[src/common/ctrlPkg.sv]
`default_nettype none

package ctrlPkg;

    typedef enum logic [3:0] {
        aluAdd = 4'd0,
        aluSub = 4'd1,
        aluOr  = 4'd2
    } aluOpE;

    typedef enum logic {
        srcRt  = 1'b0,
        srcImm = 1'b1
    } aluSrcE;

    typedef enum logic [1:0] {
        regSrcAlu  = 2'd0,
        regSrcMem  = 2'd1,
        regSrcLink = 2'd2
    } regSrcE;

    typedef enum logic [1:0] {
        regDstRd = 2'd0,
        regDstRt = 2'd1,
        regDstRa = 2'd2
    } regDstE;

    typedef enum logic [1:0] {
        extZero  = 2'd0,
        extSign  = 2'd1,
        extUpper = 2'd2
    } extOpE;

    typedef enum logic {
        brNone = 1'b0,
        brZero = 1'b1
    } branchE;

    typedef enum logic [1:0] {
        jumpNone  = 2'd0,
        jumpIndex = 2'd1,
        jumpReg   = 2'd2
    } jumpE;

    typedef struct packed {
        aluOpE  aluOp;
        aluSrcE aluSrc;
        regSrcE regSrc;
        regDstE regDst;
        extOpE  extOp;
        branchE branch;
        jumpE   jump;
        logic   regWrite;
        logic   memWrite;
    } ctrlT;

    // no write, no jump, pc steps by four
    localparam ctrlT ctrlNop = '{
        aluOp:    aluAdd,
        aluSrc:   srcRt,
        regSrc:   regSrcAlu,
        regDst:   regDstRd,
        extOp:    extZero,
        branch:   brNone,
        jump:     jumpNone,
        regWrite: 1'b0,
        memWrite: 1'b0
    };

endpackage

`default_nettype wire

[src/common/isaPkg.sv]
`default_nettype none

package isaPkg;

    typedef enum logic [5:0] {
        opRtype = 6'b000000,
        opJal   = 6'b000011,
        opBeq   = 6'b000100,
        opOri   = 6'b001101,
        opLui   = 6'b001111,
        opLw    = 6'b100011,
        opSw    = 6'b101011
    } opcodeE;

    typedef enum logic [5:0] {
        functJr  = 6'b001000,
        functAdd = 6'b100000,
        functSub = 6'b100010
    } functE;

    localparam logic [4:0] regRa = 5'd31; // link register for jal

    typedef struct packed {
        opcodeE     opcode;
        logic [4:0] rs;
        logic [4:0] rt;
        logic [4:0] rd;
        logic [4:0] shamt;
        functE      funct;
    } rTypeT;

    typedef struct packed {
        opcodeE      opcode;
        logic [4:0]  rs;
        logic [4:0]  rt;
        logic [15:0] imm16;
    } iTypeT;

    typedef struct packed {
        opcodeE      opcode;
        logic [25:0] index26;
    } jTypeT;

    // same 32 bits seen through each format
    typedef union packed {
        rTypeT rType;
        iTypeT iType;
        jTypeT jType;
    } instrU;

endpackage

`default_nettype wire

[src/decode/instrDecoder.sv]
`timescale 1ns/1ps
`default_nettype none

module instrDecoder (
    input  isaPkg::instrU  instr,
    output ctrlPkg::ctrlT  ctrl,
    output logic [31:0]    extImm
);

    logic [15:0] imm;

    assign imm = instr.iType.imm16;

    always_comb begin
        ctrl = ctrlPkg::ctrlNop;
        case (instr.rType.opcode)
            isaPkg::opRtype: begin
                case (instr.rType.funct)
                    isaPkg::functAdd: begin
                        ctrl.aluOp    = ctrlPkg::aluAdd;
                        ctrl.regDst   = ctrlPkg::regDstRd;
                        ctrl.regWrite = 1'b1;
                    end
                    isaPkg::functSub: begin
                        ctrl.aluOp    = ctrlPkg::aluSub;
                        ctrl.regDst   = ctrlPkg::regDstRd;
                        ctrl.regWrite = 1'b1;
                    end
                    isaPkg::functJr: begin
                        ctrl.jump = ctrlPkg::jumpReg;
                    end
                    default: begin
                        ctrl = ctrlPkg::ctrlNop; // unknown funct
                    end
                endcase
            end
            isaPkg::opOri: begin
                ctrl.aluOp    = ctrlPkg::aluOr;
                ctrl.aluSrc   = ctrlPkg::srcImm;
                ctrl.regDst   = ctrlPkg::regDstRt;
                ctrl.extOp    = ctrlPkg::extZero;
                ctrl.regWrite = 1'b1;
            end
            isaPkg::opLw: begin
                ctrl.aluSrc   = ctrlPkg::srcImm;
                ctrl.regSrc   = ctrlPkg::regSrcMem;
                ctrl.regDst   = ctrlPkg::regDstRt;
                ctrl.extOp    = ctrlPkg::extSign;
                ctrl.regWrite = 1'b1;
            end
            isaPkg::opSw: begin
                ctrl.aluSrc   = ctrlPkg::srcImm;
                ctrl.extOp    = ctrlPkg::extSign;
                ctrl.memWrite = 1'b1;
            end
            isaPkg::opBeq: begin
                ctrl.aluOp  = ctrlPkg::aluSub; // equal when difference is zero
                ctrl.extOp  = ctrlPkg::extSign;
                ctrl.branch = ctrlPkg::brZero;
            end
            isaPkg::opLui: begin
                ctrl.aluOp    = ctrlPkg::aluOr;
                ctrl.aluSrc   = ctrlPkg::srcImm;
                ctrl.regDst   = ctrlPkg::regDstRt;
                ctrl.extOp    = ctrlPkg::extUpper;
                ctrl.regWrite = 1'b1;
            end
            isaPkg::opJal: begin
                ctrl.regSrc   = ctrlPkg::regSrcLink;
                ctrl.regDst   = ctrlPkg::regDstRa;
                ctrl.jump     = ctrlPkg::jumpIndex;
                ctrl.regWrite = 1'b1;
            end
            default: begin
                ctrl = ctrlPkg::ctrlNop;
            end
        endcase
    end

    always_comb begin
        case (ctrl.extOp)
            ctrlPkg::extSign:  extImm = {{16{imm[15]}}, imm};
            ctrlPkg::extUpper: extImm = {imm, 16'h0000};
            default:           extImm = {16'h0000, imm};
        endcase
    end

endmodule

`default_nettype wire

[src/execute/aluUnit.sv]
`timescale 1ns/1ps
`default_nettype none

module aluUnit (
    input  ctrlPkg::ctrlT ctrl,
    input  logic [31:0]   rsData,
    input  logic [31:0]   rtData,
    input  logic [31:0]   extImm,
    output logic [31:0]   aluResult,
    output logic          takeBranch
);

    logic [31:0] opA;
    logic [31:0] opB;
    logic        isZero;

    assign opA = rsData;
    assign opB = (ctrl.aluSrc == ctrlPkg::srcImm) ? extImm : rtData;

    always_comb begin
        case (ctrl.aluOp)
            ctrlPkg::aluAdd: aluResult = opA + opB;
            ctrlPkg::aluSub: aluResult = opA - opB;
            ctrlPkg::aluOr:  aluResult = opA | opB;
            default:         aluResult = opA + opB;
        endcase
    end

    assign isZero = (aluResult == 32'd0);

    // beq only, rs - rt == 0
    assign takeBranch = (ctrl.branch == ctrlPkg::brZero) && isZero;

endmodule

`default_nettype wire

[src/verilog/mipsCore.sv]
`timescale 1ns/1ps
`default_nettype none

module mipsCore #(
    parameter logic [31:0] RESET_PC = 32'h0000_3000
) (
    input  logic          clk,
    input  logic          arstN,
    output logic [31:0]   pc,
    input  isaPkg::instrU instr,
    output logic [31:0]   memAddr,
    output logic [31:0]   memWdata,
    output logic          memWe,
    input  logic [31:0]   memRdata,
    output logic          regWe,
    output logic [4:0]    regWaddr,
    output logic [31:0]   regWdata
);

    ctrlPkg::ctrlT ctrl;
    logic [31:0]   extImm;
    logic [31:0]   rsData;
    logic [31:0]   rtData;
    logic [31:0]   aluResult;
    logic          takeBranch;
    logic [31:0]   linkAddr;
    logic          wbWe;

    // strobes held low while in reset
    assign regWe    = wbWe && arstN;
    assign memWe    = ctrl.memWrite && arstN;
    assign memAddr  = aluResult;
    assign memWdata = rtData;

    instrDecoder uDecoder (
        .instr  (instr),
        .ctrl   (ctrl),
        .extImm (extImm)
    );

    regFile uRegFile (
        .clk    (clk),
        .arstN  (arstN),
        .rsAddr (instr.rType.rs),
        .rtAddr (instr.rType.rt),
        .rsData (rsData),
        .rtData (rtData),
        .we     (regWe),
        .waddr  (regWaddr),
        .wdata  (regWdata)
    );

    aluUnit uAlu (
        .ctrl       (ctrl),
        .rsData     (rsData),
        .rtData     (rtData),
        .extImm     (extImm),
        .aluResult  (aluResult),
        .takeBranch (takeBranch)
    );

    resultSelect uResult (
        .ctrl      (ctrl),
        .instr     (instr),
        .aluResult (aluResult),
        .memRdata  (memRdata),
        .linkAddr  (linkAddr),
        .wdata     (regWdata),
        .waddr     (regWaddr),
        .we        (wbWe)
    );

    pcUnit #(
        .RESET_PC (RESET_PC)
    ) uPc (
        .clk        (clk),
        .arstN      (arstN),
        .ctrl       (ctrl),
        .instr      (instr),
        .takeBranch (takeBranch),
        .rsData     (rsData),
        .pc         (pc),
        .linkAddr   (linkAddr)
    );

endmodule

`default_nettype wire

[src/verilog/pcUnit.sv]
`timescale 1ns/1ps
`default_nettype none

module pcUnit #(
    parameter logic [31:0] RESET_PC = 32'h0000_3000
) (
    input  logic          clk,
    input  logic          arstN,
    input  ctrlPkg::ctrlT ctrl,
    input  isaPkg::instrU instr,
    input  logic          takeBranch,
    input  logic [31:0]   rsData,
    output logic [31:0]   pc,
    output logic [31:0]   linkAddr
);

    logic [31:0] pcPlus4;
    logic [31:0] branchTarget;
    logic [31:0] jumpTarget;
    logic [31:0] nextPc;
    logic [15:0] offset;

    assign offset       = instr.iType.imm16;
    assign pcPlus4      = pc + 32'd4;
    assign branchTarget = pcPlus4 + {{14{offset[15]}}, offset, 2'b00};
    assign jumpTarget   = {pcPlus4[31:28], instr.jType.index26, 2'b00};
    assign linkAddr     = pcPlus4;

    always_comb begin
        if (ctrl.jump == ctrlPkg::jumpReg) begin
            nextPc = rsData;
        end else if (ctrl.jump == ctrlPkg::jumpIndex) begin
            nextPc = jumpTarget;
        end else if (takeBranch) begin
            nextPc = branchTarget;
        end else begin
            nextPc = pcPlus4;
        end
    end

    always_ff @(posedge clk or negedge arstN) begin
        if (!arstN) begin
            pc <= RESET_PC;
        end else begin
            pc <= nextPc;
        end
    end

endmodule

`default_nettype wire

[src/verilog/regFile.sv]
`timescale 1ns/1ps
`default_nettype none

module regFile (
    input  logic        clk,
    input  logic        arstN,
    input  logic [4:0]  rsAddr,
    input  logic [4:0]  rtAddr,
    output logic [31:0] rsData,
    output logic [31:0] rtData,
    input  logic        we,
    input  logic [4:0]  waddr,
    input  logic [31:0] wdata
);

    logic [31:0] regs [32];

    always_ff @(posedge clk or negedge arstN) begin
        if (!arstN) begin
            for (int i = 0; i < 32; i++) begin
                regs[i] <= 32'd0;
            end
        end else if (we && (waddr != 5'd0)) begin
            regs[waddr] <= wdata;
        end
    end

    // no bypass, old value until the edge
    assign rsData = (rsAddr == 5'd0) ? 32'd0 : regs[rsAddr];
    assign rtData = (rtAddr == 5'd0) ? 32'd0 : regs[rtAddr];

endmodule

`default_nettype wire

[src/verilog/resultSelect.sv]
`timescale 1ns/1ps
`default_nettype none

module resultSelect (
    input  ctrlPkg::ctrlT ctrl,
    input  isaPkg::instrU instr,
    input  logic [31:0]   aluResult,
    input  logic [31:0]   memRdata,
    input  logic [31:0]   linkAddr,
    output logic [31:0]   wdata,
    output logic [4:0]    waddr,
    output logic          we
);

    always_comb begin
        case (ctrl.regSrc)
            ctrlPkg::regSrcMem:  wdata = memRdata;
            ctrlPkg::regSrcLink: wdata = linkAddr; // jal return address
            default:             wdata = aluResult;
        endcase
    end

    always_comb begin
        case (ctrl.regDst)
            ctrlPkg::regDstRt: waddr = instr.rType.rt;
            ctrlPkg::regDstRa: waddr = isaPkg::regRa;
            default:           waddr = instr.rType.rd;
        endcase
    end

    // writes to $zero are dropped
    assign we = ctrl.regWrite && (waddr != 5'd0);

endmodule

`default_nettype wire
[config.mk]
export PLATFORM = sky130hd
export DESIGN_NAME = mipsCore
export DESIGN_NICKNAME = d
export VERILOG_FILES = /design/src/common/ctrlPkg.sv /design/src/common/isaPkg.sv /design/src/decode/instrDecoder.sv /design/src/execute/aluUnit.sv /design/src/verilog/mipsCore.sv /design/src/verilog/pcUnit.sv /design/src/verilog/regFile.sv /design/src/verilog/resultSelect.sv
export SDC_FILE = /design/constraint.sdc
export NUM_CORES = 2
export LEC_CHECK = 0
export CAP_MARGIN = 30
export CELL_PAD_IN_SITES_DETAIL_PLACEMENT = 1
export CELL_PAD_IN_SITES_GLOBAL_PLACEMENT = 1
export CORE_MARGIN = 1.5
export CORE_UTILIZATION = 55
export CTS_CLUSTER_SIZE = 24
export DETAILED_ROUTE_END_ITERATION = 8
export DONT_BUFFER_PORTS = 1
export PLACE_DENSITY_LB_ADDON = 0.1
export SLEW_MARGIN = 30
export SYNTH_ARGS = -nofsm -noshare
export SYNTH_HDL_FRONTEND = slang
export SYNTH_SLANG_ARGS = --single-unit
[constraint.sdc]
create_clock -name clk -period 24.9 [get_ports clk]
set_clock_uncertainty 0.1 [all_clocks]
set_input_delay 4.98 -clock clk [delete_from_list [all_inputs] [get_ports clk]]
set_output_delay 4.98 -clock clk [all_outputs]
set_load 0.05 [all_outputs]
==> results.cfg <==
[route]
vias = 52650
drc = 0
firstDrtPassIters = 5
drt_iter0_drc = 6197
ant_nets = 0
post_drt_wl_per_cell_um = 34.90
viasPerCell = 7.193
wirelength_um = 255400

[synthesis]
syn_nets = 6203
synth_area_leaders = dfrtp_1 (43%), mux4_2 (16%), o21ai_0 (9.0%), nand2_1 (7.9%), mux2i_1 (4.4%)
yosys-top-cells-count = nand2_1 (1,273), o21ai_0 (1,090), dfrtp_1 (1,054)
yosys_warnings = 0
synth_top_flop_cell = dfrtp_1
ys_seq_area_share_pct = 43.42
synth_top_area_share_pct = 43.33
async_reset_ff_share_pct = 100.0
synth_edf_count = 0
synth.most_common_cell = nand2_1
synth_area_mm2 = 0.06087
yosys.area.top_type = dfrtp_1
ys_ff_latch = 1056
synth_cell_type_count = 90
syn_inst = 6063
syn_avg_cell_area_um2 = 10.04

[sta]
worst_pin_slew_ns = 1.669
max_slew_margin_pct = -11.28
setup_tns_ns = 0
rsz0062_at_grt = no
hold_violations = 0
setup_violations = 0
whs_ns = 0.2791
fin_crit_ns = 18.82
fin_crit_sh_pct = 75.58
drv_slew = 110
max_freq_ghz = 0.05314

[global_route]
grt_pass1_vias = 54030
grt_pass1_wl_um = 371300
grt_util_all_layers_pct = 45.45
grt_max_degree = 1059
grt_remaining_overflow = 0
antenna_found_initial = 11

[cells_and_area]
final_nets = 5882
drive_gt1_share_pct = 15.37
fillers = 11690
area_growth_pct = 8.226

[cts]
postCtsHoldBufs = 0
clk_latency_ns = 0.76
clock_path_buffers = 3
cts_setup_buffers = 0
clock_sinks = 1056
cts_resized = 0
tritoncts = built
clk_pin_slew_ns = 0.06
htree_levels = 3
clockRootBuffer = clkbuf_16
cts-buffers-inserted = 115

[place]
port_buffers = 0
dpl.hpwl_um = 153400
place_congestion = 0.9545

[setup_path]
start_kind = input pin
critical_path_class = input pin to output pin
worstPathMaxFanout = 139
cp_top_family = simple AND/OR/NAND/NOR gates
crit_arrival_ns = 13.74
crit_path_top_delay_cell = nor3_1
end_kind = output pin
slowest_delay_ns = 0.88
worst-path-buf-inv = 3
required_ns = 19.82

[run_status]
violations = max-slew violations
outcome = finished with violations

[pwr]
p_per_area_mw_per_mm2 = 71.89
vdd_ir_drop_max_mv = 0.06009
leakagePower_nw = 28.10

[die]
die_w_um = 335.7
fp.dieH_um = 335.7
rows = 121
core_mm2 = 0.1093
io_pins = 201
die_area_mm2 = 0.1127
start_util_pct = 55.69

[min_path]
hold_class = flip-flop to flip-flop

[flow_run]
maxCapViolCount = 0
## cell usage in the layout (no fill, tap or decap), types with 11 or more instances in the layout
cell / n
nor2b_1: 25
nand2b_1: 19
nand4_1: 23
or3_1: 19
o221ai_1: 22
o21ai_2: 37
a21oi_1: 150
mux2i_1: 269
nor3_1: 68
a211o_1: 12
a31oi_1: 21
buf_4: 118
a221oi_1: 22
a22o_1: 17
nand3_1: 50
clkinv_2: 19
o22ai_1: 57
and3_1: 28
clkbuf_1: 29
mux4_2: 428
and2_1: 24
nand2_8: 11
dfrtp_1: 1054
inv_1: 93
clkbuf_16: 117
a22oi_1: 90
ha_1: 70
o21a_1: 17
xnor2_1: 66
a21o_1: 29
a211oi_1: 26
nand2_1: 1242
o21ai_0: 1049
o211ai_1: 14
nor2_1: 152
bufinv_16: 11
clkbuf_8: 27
xor2_1: 44
mux2_2: 16
## where the power goes
group / switching, mW / internal, mW
combinational: 0.702 / 0.300
sequential: 0.127 / 1.79
clock: 0.762 / 1.06
total: 1.59 / 3.15
## flip-flops by register name (all words and copies together), names as in the netlist
| name | cells |
|---|---|
| uRegFile.regs | 1024 |
| uPc.pc | 32 |
## path summary, 6_finish.rpt
check                                    from  slack [ns]                  to  cells after the start
min in group asynchronous               arstN        4.27  uRegFile.regs[829]                      1
min reg2reg                uRegFile.regs[996]        0.28  uRegFile.regs[996]                      0
min                        uRegFile.regs[996]        0.28  uRegFile.regs[996]                      0
max reg2reg                uRegFile.regs[265]       15.37           uPc.pc[4]                     29
max                                 instr[16]        6.08        regWdata[31]                     26
max in group asynchronous               arstN       18.26  uRegFile.regs[870]                      3
## kinds of logic (layout without fill, tap and decap cells)
kind of cell / count (synthesis) / in the layout / share of synthesized area (%)
compound gates: 1673 / 1673 / 15.75
xor+xnor: 110 / 110 / 1.583
fa+ha+maj: 74 / 74 / 1.546
buf+inv: 668 / 442 / 4.824
flops: 1056 / 1056 / 43.42
mux: 713 / 713 / 20.56
other cells: 0 / 6 / 0
simple gates: 1769 / 1769 / 12.33
## cell type report
type | instances | area, µm² | area share (%)
Multi-Input combinational cell | 4339 | 32100 | 48.73
Tap cell | 1476 | 1847 | 2.803
Sequential cell | 1056 | 26430 | 40.12
Antenna cell | 6 | 15.01 | 0.02279
Timing Repair Buffer | 132 | 1179 | 1.789
Clock inverter | 39 | 528.0 | 0.8015
Clock buffer | 173 | 3408 | 5.174
Inverter | 98 | 367.9 | 0.5584
## routing by layer
metal	global-route usage (%)	up-vias	share of wire [%]
met4	28.91	8	6.9
li1	-	21280	-
met1	57.07	27200	37
met3	15.58	911	12
met2	67.39	3251	44
met5	0	-	0.024
## stage by stage
stage	instance area, µm²	total power [mW]	util, %	std cells	setup slack (ns)
floorplan	60870	2.606	-	6063	7.011
global placement	61470	2.837	56.23	7086	6.765
detailed placement	61690	2.872	56.44	7093	6.773
CTS	65630	4.666	60.04	7305	6.684
global route	65870	4.856	60.26	7315	6.098
finish	65880	4.736	60.27	7319	6.082
(Power assumes the default switching activity.)
